$ cat config.mk
export PLATFORM = sky130hd
export DESIGN_NAME = ex_top
export DESIGN_NICKNAME = d
export VERILOG_FILES = /design/src/logic/ex_pkg.sv /design/src/logic/alu.sv /design/src/logic/bcu.sv /design/src/logic/ex_stage.sv /design/src/logic/fwd_unit.sv /design/src/logic/regfile.sv /design/src/logic/result_pipe.sv /design/src/logic/ex_top.sv
export VERILOG_INCLUDE_DIRS = /design/src /design/src/logic
export SDC_FILE = /design/constraint.sdc
export NUM_CORES = 2
export LEC_CHECK = 0
export BUFFER_PORTS_ARGS = -buffer_cell sky130_fd_sc_hd__buf_2
export CAP_MARGIN = 20
export CORE_ASPECT_RATIO = 2
export CORE_MARGIN = 1.5
export CORE_UTILIZATION = 50
export CTS_BUF_LIST = sky130_fd_sc_hd__clkbuf_4
export DETAILED_ROUTE_END_ITERATION = 6
export HOLD_SLACK_MARGIN = 0.03
export PLACE_DENSITY = 0.69
export SYNTH_ARGS = -nofsm -noshare
export SYNTH_HDL_FRONTEND = slang
export SYNTH_SLANG_ARGS = --single-unit
$ cat constraint.sdc
create_clock -name clk -period 5.9 [get_ports clk]
set_clock_uncertainty 0.1 [all_clocks]
set_input_delay 0.885 -clock clk [delete_from_list [all_inputs] [get_ports clk]]
set_output_delay 0.885 -clock clk [all_outputs]
set_load 0.02 [all_outputs]
$ cat src/logic/ex_cfg.svh
`ifndef EX_CFG_SVH
`define EX_CFG_SVH

// datapath and pc width
`define XLEN 32

// architectural integer registers, x0 included
`define REG_NUM 32

// forward source select codes
// operand straight from the register file
`define FW_RF 2'd0
// ex/mem register, youngest producer
`define FW_EX 2'd1
// mem/wb register
`define FW_LS 2'd2
// wb register, covers the write in the same cycle
`define FW_WB 2'd3

`endif

$ cat src/logic/ex_pkg.sv
`include "ex_cfg.svh"

package ex_pkg;

    // data and pc word
    typedef logic [`XLEN-1:0] xlen_t;
    // register index
    typedef logic [$clog2(`REG_NUM)-1:0] reg_addr_t;
    // forward source select, codes in ex_cfg.svh
    typedef logic [1:0] fwd_sel_t;
    // branch condition field of the instruction
    typedef logic [2:0] funct3_t;

    // integer alu operations
    typedef enum logic [4:0] {
        ALU_ADD  = 5'd0,
        ALU_SUB  = 5'd1,
        ALU_SLL  = 5'd2,
        ALU_SLT  = 5'd3,
        ALU_SLTU = 5'd4,
        ALU_XOR  = 5'd5,
        ALU_SRL  = 5'd6,
        ALU_SRA  = 5'd7,
        ALU_OR   = 5'd8,
        ALU_AND  = 5'd9,
        // pass src2 through, used by lui
        ALU_LUI  = 5'd10
    } alu_op_e;

    // second alu source, any code with bit 1 set means constant 4
    typedef enum logic [1:0] {
        SRC2_RS2  = 2'd0,
        SRC2_IMM  = 2'd1,
        SRC2_FOUR = 2'd2
    } src2_sel_e;

    // decoded micro-op entering execute
    typedef struct packed {
        logic      valid;
        xlen_t     pc;
        funct3_t   funct3;
        reg_addr_t rs1;
        reg_addr_t rs2;
        reg_addr_t rd;
        logic      rd_we;
        alu_op_e   alu_op;
        logic      src1_is_pc;
        src2_sel_e src2_sel;
        xlen_t     imm;
        logic      is_jal;
        logic      is_jalr;
        logic      is_brc;
    } uop_t;

    // execute result, carried down the result pipe
    typedef struct packed {
        logic      valid;
        reg_addr_t rd;
        logic      rd_we;
        xlen_t     alures;
        // store operand after forwarding
        xlen_t     rs2;
        xlen_t     pc_next;
        logic      is_jump;
    } res_t;

endpackage

$ cat src/logic/alu.sv
`timescale 1ns/1ps

module alu (
    input  ex_pkg::alu_op_e alu_op_i,
    input  ex_pkg::xlen_t   src1_i,
    input  ex_pkg::xlen_t   src2_i,
    output ex_pkg::xlen_t   res_o
);

    import ex_pkg::*;

    // rv32i shifts only look at the low five bits
    logic [4:0] shamt;

    assign shamt = src2_i[4:0];

    always_comb begin
        case (alu_op_i)
            ALU_ADD: begin
                res_o = src1_i + src2_i;
            end
            ALU_SUB: begin
                res_o = src1_i - src2_i;
            end
            ALU_SLL: begin
                res_o = src1_i << shamt;
            end
            // signed less-than, result is 0 or 1
            ALU_SLT: begin
                res_o = xlen_t'($signed(src1_i) < $signed(src2_i));
            end
            ALU_SLTU: begin
                res_o = xlen_t'(src1_i < src2_i);
            end
            ALU_XOR: begin
                res_o = src1_i ^ src2_i;
            end
            ALU_SRL: begin
                res_o = src1_i >> shamt;
            end
            // arithmetic shift keeps the sign bit
            ALU_SRA: begin
                res_o = xlen_t'($signed(src1_i) >>> shamt);
            end
            ALU_OR: begin
                res_o = src1_i | src2_i;
            end
            ALU_AND: begin
                res_o = src1_i & src2_i;
            end
            // lui, immediate already shifted by decode
            ALU_LUI: begin
                res_o = src2_i;
            end
            default: begin
                res_o = '0;
            end
        endcase
    end

endmodule

$ cat src/logic/bcu.sv
`timescale 1ns/1ps

module bcu (
    input  ex_pkg::xlen_t   rs1_i,
    input  ex_pkg::xlen_t   rs2_i,
    input  ex_pkg::xlen_t   imm_i,
    input  ex_pkg::xlen_t   pc_i,
    input  ex_pkg::funct3_t funct3_i,
    input  logic            is_jal_i,
    input  logic            is_jalr_i,
    input  logic            is_brc_i,
    output ex_pkg::xlen_t   pc_next_o,
    output logic            is_jump_o
);

    import ex_pkg::*;

    // branch conditions
    localparam funct3_t F3_BEQ  = 3'b000;
    localparam funct3_t F3_BNE  = 3'b001;
    localparam funct3_t F3_BLT  = 3'b100;
    localparam funct3_t F3_BGE  = 3'b101;
    localparam funct3_t F3_BLTU = 3'b110;
    localparam funct3_t F3_BGEU = 3'b111;

    logic  cond;
    logic  taken;
    xlen_t jalr_tgt;

    always_comb begin
        case (funct3_i)
            F3_BEQ:  cond = (rs1_i == rs2_i);
            F3_BNE:  cond = (rs1_i != rs2_i);
            F3_BLT:  cond = ($signed(rs1_i) < $signed(rs2_i));
            F3_BGE:  cond = ($signed(rs1_i) >= $signed(rs2_i));
            F3_BLTU: cond = (rs1_i < rs2_i);
            F3_BGEU: cond = (rs1_i >= rs2_i);
            // 010 and 011 are not branches
            default: cond = 1'b0;
        endcase
    end

    assign taken = is_brc_i & cond;

    // jalr target has bit 0 forced low
    assign jalr_tgt = (rs1_i + imm_i) & ~xlen_t'(1);

    always_comb begin
        if (is_jalr_i) begin
            pc_next_o = jalr_tgt;
        end else if (is_jal_i || taken) begin
            pc_next_o = pc_i + imm_i;
        end else begin
            pc_next_o = pc_i + xlen_t'(4);
        end
    end

    assign is_jump_o = is_jal_i | is_jalr_i | taken;

endmodule

$ cat src/logic/ex_stage.sv
`timescale 1ns/1ps
`include "ex_cfg.svh"

module ex_stage (
    input  ex_pkg::uop_t     uop_i,
    input  ex_pkg::xlen_t    rf_rs1_i,
    input  ex_pkg::xlen_t    rf_rs2_i,
    input  ex_pkg::fwd_sel_t rs1_sel_i,
    input  ex_pkg::fwd_sel_t rs2_sel_i,
    input  ex_pkg::xlen_t    ex_fw_i,
    input  ex_pkg::xlen_t    ls_fw_i,
    input  ex_pkg::xlen_t    wb_fw_i,
    output ex_pkg::res_t     res_o
);

    import ex_pkg::*;

    // operands after forwarding
    xlen_t     rs1;
    xlen_t     rs2;
    // alu sources
    xlen_t     src1;
    xlen_t     src2;
    logic [1:0] src2_code;
    xlen_t     alures;
    xlen_t     pc_next;
    logic      is_jump;

    // same four-way pick for both sources
    function automatic xlen_t fwd_mux(input fwd_sel_t sel, input xlen_t rf_val,
                                      input xlen_t ex_val, input xlen_t ls_val,
                                      input xlen_t wb_val);
        xlen_t val;
        case (sel)
            `FW_EX:  val = ex_val;
            `FW_LS:  val = ls_val;
            `FW_WB:  val = wb_val;
            default: val = rf_val;
        endcase
        return val;
    endfunction

    assign rs1 = fwd_mux(rs1_sel_i, rf_rs1_i, ex_fw_i, ls_fw_i, wb_fw_i);
    assign rs2 = fwd_mux(rs2_sel_i, rf_rs2_i, ex_fw_i, ls_fw_i, wb_fw_i);

    // auipc and jumps take the pc
    assign src1 = uop_i.src1_is_pc ? uop_i.pc : rs1;

    // bit 1 set means the link constant
    assign src2_code = uop_i.src2_sel;
    assign src2 = src2_code[1] ? xlen_t'(4) :
                  src2_code[0] ? uop_i.imm  : rs2;

    alu i_alu (
        .alu_op_i (uop_i.alu_op),
        .src1_i   (src1),
        .src2_i   (src2),
        .res_o    (alures)
    );

    // compares forwarded values, not raw regfile data
    bcu i_bcu (
        .rs1_i     (rs1),
        .rs2_i     (rs2),
        .imm_i     (uop_i.imm),
        .pc_i      (uop_i.pc),
        .funct3_i  (uop_i.funct3),
        .is_jal_i  (uop_i.is_jal),
        .is_jalr_i (uop_i.is_jalr),
        .is_brc_i  (uop_i.is_brc),
        .pc_next_o (pc_next),
        .is_jump_o (is_jump)
    );

    always_comb begin
        res_o.valid   = uop_i.valid;
        res_o.rd      = uop_i.rd;
        res_o.rd_we   = uop_i.rd_we;
        res_o.alures  = alures;
        // store data keeps rs2 even when src2 is the immediate
        res_o.rs2     = rs2;
        res_o.pc_next = pc_next;
        // a bubble never redirects
        res_o.is_jump = is_jump & uop_i.valid;
    end

endmodule

$ cat src/logic/fwd_unit.sv
`timescale 1ns/1ps
`include "ex_cfg.svh"

module fwd_unit (
    input  ex_pkg::reg_addr_t rs1_addr_i,
    input  ex_pkg::reg_addr_t rs2_addr_i,
    input  ex_pkg::res_t      ex_i,
    input  ex_pkg::res_t      ls_i,
    input  ex_pkg::res_t      wb_i,
    output ex_pkg::fwd_sel_t  rs1_sel_o,
    output ex_pkg::fwd_sel_t  rs2_sel_o
);

    import ex_pkg::*;

    // stage holds a live write to src
    // bubbles and x0 writes never match
    function automatic logic stage_hit(input res_t stage, input reg_addr_t src);
        return stage.valid && stage.rd_we && (stage.rd != '0) && (stage.rd == src);
    endfunction

    // youngest producer first
    function automatic fwd_sel_t pick_src(input reg_addr_t src, input res_t ex_s,
                                          input res_t ls_s, input res_t wb_s);
        fwd_sel_t sel;
        if (stage_hit(ex_s, src)) begin
            sel = `FW_EX;
        end else if (stage_hit(ls_s, src)) begin
            sel = `FW_LS;
        end else if (stage_hit(wb_s, src)) begin
            sel = `FW_WB;
        end else begin
            sel = `FW_RF;
        end
        return sel;
    endfunction

    assign rs1_sel_o = pick_src(rs1_addr_i, ex_i, ls_i, wb_i);
    assign rs2_sel_o = pick_src(rs2_addr_i, ex_i, ls_i, wb_i);

endmodule

$ cat src/logic/regfile.sv
`timescale 1ns/1ps
`include "ex_cfg.svh"

module regfile (
    input  logic              clk,
    input  logic              rst_n_i,
    input  ex_pkg::reg_addr_t rd1_addr_i,
    input  ex_pkg::reg_addr_t rd2_addr_i,
    output ex_pkg::xlen_t     rd1_data_o,
    output ex_pkg::xlen_t     rd2_data_o,
    input  logic              we_i,
    input  ex_pkg::reg_addr_t wr_addr_i,
    input  ex_pkg::xlen_t     wr_data_i
);

    import ex_pkg::*;

    xlen_t regs [`REG_NUM];

    // writes to x0 are dropped
    always_ff @(posedge clk or negedge rst_n_i) begin
        if (!rst_n_i) begin
            for (int i = 0; i < `REG_NUM; i++) begin
                regs[i] <= '0;
            end
        end else if (we_i && (wr_addr_i != '0)) begin
            regs[wr_addr_i] <= wr_data_i;
        end
    end

    // no bypass here, the wb forward path covers a same-cycle write
    assign rd1_data_o = (rd1_addr_i == '0) ? '0 : regs[rd1_addr_i];
    assign rd2_data_o = (rd2_addr_i == '0) ? '0 : regs[rd2_addr_i];

endmodule

$ cat src/logic/result_pipe.sv
`timescale 1ns/1ps

module result_pipe (
    input  logic         clk,
    input  logic         rst_n_i,
    input  ex_pkg::res_t res_i,
    output ex_pkg::res_t ex_q_o,
    output ex_pkg::res_t ls_q_o,
    output ex_pkg::res_t wb_q_o
);

    import ex_pkg::*;

    // ex/mem, mem/wb and wb stages
    res_t ex_q;
    res_t ls_q;
    res_t wb_q;

    // ex/mem register, loads every cycle
    always_ff @(posedge clk or negedge rst_n_i) begin
        if (!rst_n_i) begin
            ex_q <= '0;
        end else begin
            ex_q <= res_i;
        end
    end

    // ls stage only carries the result, no data memory
    always_ff @(posedge clk or negedge rst_n_i) begin
        if (!rst_n_i) begin
            ls_q <= '0;
        end else begin
            ls_q <= ex_q;
        end
    end

    // wb register drives the regfile write port
    always_ff @(posedge clk or negedge rst_n_i) begin
        if (!rst_n_i) begin
            wb_q <= '0;
        end else begin
            wb_q <= ls_q;
        end
    end

    // forward taps
    assign ex_q_o = ex_q;
    assign ls_q_o = ls_q;
    assign wb_q_o = wb_q;

endmodule

$ cat src/logic/ex_top.sv
`timescale 1ns/1ps

module ex_top (
    input  logic              clk,
    input  logic              rst_n_i,
    input  ex_pkg::uop_t      uop_i,
    output logic              valid_o,
    output ex_pkg::reg_addr_t rd_o,
    output ex_pkg::xlen_t     alures_o,
    output ex_pkg::xlen_t     rs2_o,
    output ex_pkg::xlen_t     pc_next_o,
    output logic              is_jump_o
);

    import ex_pkg::*;

    // register file read data
    xlen_t    rf_rs1;
    xlen_t    rf_rs2;
    // forward selects
    fwd_sel_t rs1_sel;
    fwd_sel_t rs2_sel;
    // combinational execute result
    res_t     ex_res;
    // pipeline taps
    res_t     ex_q;
    res_t     ls_q;
    res_t     wb_q;

    // writeback from the last stage, x0 filtered in regfile
    regfile i_regfile (
        .clk        (clk),
        .rst_n_i    (rst_n_i),
        .rd1_addr_i (uop_i.rs1),
        .rd2_addr_i (uop_i.rs2),
        .rd1_data_o (rf_rs1),
        .rd2_data_o (rf_rs2),
        .we_i       (wb_q.valid & wb_q.rd_we),
        .wr_addr_i  (wb_q.rd),
        .wr_data_i  (wb_q.alures)
    );

    fwd_unit i_fwd_unit (
        .rs1_addr_i (uop_i.rs1),
        .rs2_addr_i (uop_i.rs2),
        .ex_i       (ex_q),
        .ls_i       (ls_q),
        .wb_i       (wb_q),
        .rs1_sel_o  (rs1_sel),
        .rs2_sel_o  (rs2_sel)
    );

    ex_stage i_ex_stage (
        .uop_i     (uop_i),
        .rf_rs1_i  (rf_rs1),
        .rf_rs2_i  (rf_rs2),
        .rs1_sel_i (rs1_sel),
        .rs2_sel_i (rs2_sel),
        .ex_fw_i   (ex_q.alures),
        .ls_fw_i   (ls_q.alures),
        .wb_fw_i   (wb_q.alures),
        .res_o     (ex_res)
    );

    result_pipe i_result_pipe (
        .clk     (clk),
        .rst_n_i (rst_n_i),
        .res_i   (ex_res),
        .ex_q_o  (ex_q),
        .ls_q_o  (ls_q),
        .wb_q_o  (wb_q)
    );

    // outputs come straight from ex/mem
    assign valid_o   = ex_q.valid;
    assign rd_o      = ex_q.rd;
    assign alures_o  = ex_q.alures;
    assign rs2_o     = ex_q.rs2;
    assign pc_next_o = ex_q.pc_next;
    assign is_jump_o = ex_q.is_jump;

endmodule

==> flow_metrics.py <==
metrics = {
    "synth": {
        "synth_area_leader_cell": "dfrtp_1",
        "synth.top_cell.area_share_pct": 39.4,
        "yosysSeqAreaShare_pct": 39.4,
        "netlist_instances": 6590,
        "synth-main-ff-cell": "dfrtp_1",
        "syn_nets": 6882,
        "yosys_warnings": 0,
        "syn_area_um2": 76700,
        "avgSynthCellArea_um2": 11.6,
        "synth_edf_count": 0,
        "synthTopCellsByArea": "dfrtp_1 (39%), mux2_2 (15%), mux4_2 (12%)",
        "async_flop_share_pct": 100,
        "synth-seq-cells": 1206,
        "ys_types": 96,
    },
    "detailed_routing": {
        "vias_per_cell": 6.71,
        "vias": 67502,
        "drt_first_pass_iters": 6,
        "drc": 2,
        "wl_per_cell_um": 35.8,
        "drtIter0Drc": 6151,
        "wl_um": 360000,
        "ant_nets": 0,
    },
    "cells_and_area": {
        "nFillCells": 12358,
        "ff_latch_area_um2": 30200,
        "drive_gt1_share_pct": 48.3,
        "multi_input_area_um2": 44700,
        "stdcell_area_um2": 94400,
        "area.growth.synth_to_final_pct": 23.1,
        "final_cells": 10055,
        "nets": 8058,
    },
    "timing": {
        "tightest_slew_ps": 1280,
        "fmax_mhz": 165,
        "finalWorstSetupSlack_ps": -165,
        "rsz0062_at_grt": "yes",
        "fin_crit_sh_pct": 103,
        "tns_ps": -2830,
        "holdWs_ps": 61.5,
        "finalHoldViolations": 0,
        "worst_slew_margin_rel_pct": 14.6,
        "finalMaxSlewViolations": 0,
        "fin_crit_ps": 6070,
        "setup_viol": 35,
    },
    "pwr": {
        "switchingPower_uw": 8790,
        "p_int_uw": 16200,
        "peakVddDrop_uv": 197,
        "p_sw_share_pct": 35.2,
        "comb_power_share_pct": 31.4,
        "cellLeakagePower_uw": 0.0442,
        "power_density_nw_per_um2": 264,
        "clkPwrFrac_pct": 28.3,
        "power_uw": 24900,
        "power_frac_seq_pct": 40.4,
    },
    "grt": {
        "grt_first_pass_wirelength_um": 508000,
        "antenna_found_initial": 55,
        "grt.total_usage_pct": 46.5,
        "grt_pass1_vias": 69604,
        "overflow": 0,
        "grt_max_degree": 161,
    },
    "worst_setup_path": {
        "cp-end-kind": "flop",
        "path_buf_inv": 8,
        "rrSetupSlack_ps": -170,
        "max_stage_delay_ps": 580,
        "worstPathArrival_ps": 7030,
        "critPathTopFamily": "simple AND/OR/NAND/NOR gates",
        "start_kind": "flop",
        "cp_max_fo": 10,
        "cp.required_ps": 6860,
        "path_class": "flop to flop",
        "cp_slowest_cell": "or4_4",
    },
    "cts": {
        "cts_tree": "built",
        "cts_htree_levels": 5,
        "clock_latency_ps": 1210,
        "cts_buffers": 292,
        "cts_buffer_depth": 4,
        "path_clk_slew_ps": 70,
        "clock_sinks": 1206,
        "ctsRootBufferMaster": "clkbuf_4",
    },
    "floorplan": {
        "start_util_pct": 50.2,
        "io-pin-count": 200,
        "fp-row-count": 203,
        "die_x_um": 280,
        "dieHeight_um": 557,
        "dieArea_um2": 156000,
        "design.core.area_um2": 153000,
    },
    "outcome": {
        "violations": "design-rule violations, negative setup slack",
        "status": "complete, but fails checks",
    },
    "flow_run": {
        "drv_cap": 0,
    },
    "hold_path": {
        "hold_path.class": "primary input to flop",
    },
    "placement": {
        "dp.cells": 9451,
        "dpl_cell_area_um2": 88000,
        "port_buffers": 199,
        "gp_congestion": 1.10,
        "dp_hpwl_um": 251000,
    },
}
cell usage in the layout (no fill, tap or decap), types with 53 or more instances in the layout:
master / n
a22oi_1: 77
a221oi_1: 104
nand3_1: 76
clkinv_1: 57
dfrtp_1: 1206
xnor2_1: 66
a21oi_1: 172
nand2b_1: 53
mux2i_1: 462
clkbuf_4: 419
o22ai_1: 55
mux4_2: 417
nor2_1: 363
buf_4: 1243
buf_2: 189
ha_1: 168
mux2_2: 1018
o21ai_0: 173
inv_1: 141
nand2_1: 269
buf_12: 65
o211ai_1: 66
cell families after synthesis:
family | count (synthesis) | synth area share (%)
multiplexers | 1902 | 33.3
adder cells (fa/ha/maj) | 195 | 3.22
XOR/XNOR | 113 | 1.29
flip-flops | 1206 | 39.4
AND/OR/NAND/NOR | 1093 | 6.51
buffers and inverters | 860 | 5.30
AO/OA/AOI/OAI | 1221 | 11.0
routing by layer:
layer / share of wire, % / global-route usage [%]
met1: 30 / 44.3
met2: 46 / 73.0
met3: 9.4 / 17.5
met4: 14 / 51.7
met5: 0.064 / 0
worst register-to-register path, cell delays in order (launching register included):
cell,delay [ps]
dfrtp_1,390
or4_4,560
buf_6,140
o21bai_4,130
nor3_2,60
buf_4,140
or4_4,580
buf_6,160
buf_6,130
buf_12,160
o221ai_1,290
inv_2,120
ha_4,290
nand4_1,70
or2_4,270
or3_4,390
or3_4,350
or3_4,370
xor2_2,160
nor2_1,90
o21a_1,160
a31oi_4,100
buf_12,160
bufbuf_16,290
nor2_4,110
a211oi_2,40
a31o_2,250
timing repair:
action / 4_1_cts / 5_1_grt
endpoints found under the hold margin: 102 / 0
resized for setup: 224 / 211
endpoints found under the setup margin: 55 / 54
gates cloned: 4 / 2
hold buffers: 8 / 0
pin swaps: 77 / 79
setup buffers: 24 / 38
final cells by class:
type                            count  area share (%)
Multi-Input combinational cell   4524            47.4
Sequential cell                  1206            32.0
Timing Repair Buffer             1573            13.4
Clock buffer                      419            3.33
Tap cell                         2050            2.72
Inverter                          169           0.700
Clock inverter                     76           0.411
Antenna cell                       38           0.101
flip-flops by register name (all words and copies together), names as in the netlist:
name and cells:
i_regfile.regs 1024, i_result_pipe.wb_q_o 39, i_result_pipe.ex_q_o 104, i_result_pipe.ls_q_o 39
per-stage QoR:
step | worst slack, ps | util [%]
CTS | -91.0 | 60.9
floorplan | -184 | -
detailed placement | -1850 | 57.7
finish | -165 | 61.8
global route | -381 | 61.8
global placement | -1750 | 57.7
cells in the mapped netlist, types with 24 or more instances:
cell / instances
o211ai_1: 66
inv_1: 162
nor3_1: 62
nand2_1: 284
clkbuf_1: 387
o21ai_0: 239
mux2_2: 1020
mux2i_1: 464
o31ai_1: 25
nor2_1: 413
o21a_1: 26
o21bai_1: 25
ha_1: 191
and3_1: 24
a31oi_1: 39
xnor2_1: 66
buf_1: 30
nor2b_1: 28
nor4_1: 25
dfrtp_1: 1206
nand3_1: 78
mux4_2: 417
a211oi_1: 44
or2_2: 30
buf_2: 109
buf_4: 147
a221oi_1: 140
a21o_1: 52
xor2_1: 47
a21oi_1: 217
nand2b_1: 55
nand4_1: 30
o22ai_1: 55
a22oi_1: 79
o221ai_1: 55
power by group through the flow:
stage / combinational (uW) / sequential, uW / clock, uW
floorplan: 4090 / 9850 / 0
global placement: 7020 / 10100 / 0
detailed placement: 7120 / 10200 / 0
CTS: 7330 / 10000 / 7110
global route: 8150 / 10200 / 7490
finish: 7820 / 10100 / 7050
path summary, 6_finish.rpt:
kind	cells after the start	startpoint	end
worst max-delay path	26	i_result_pipe.wb_q_o[99]$_DFF_PN0_	i_result_pipe.ex_q_o[16]$_DFF_PN0_
worst min-delay path	3	uop_i[62]	i_result_pipe.ex_q_o[1]$_DFF_PN0_
worst max register to register	26	i_result_pipe.wb_q_o[99]$_DFF_PN0_	i_result_pipe.ex_q_o[16]$_DFF_PN0_
worst min register to register	0	i_result_pipe.ls_q_o[83]$_DFF_PN0_	i_result_pipe.wb_q_o[83]$_DFF_PN0_
max in group asynchronous	3	rst_n_i	i_regfile.regs[578]$_DFFE_PN0P_
min in group asynchronous	2	rst_n_i	i_result_pipe.ex_q_o[24]$_DFF_PN0_
No activity file was read; power rests on OpenSTA's default activity.
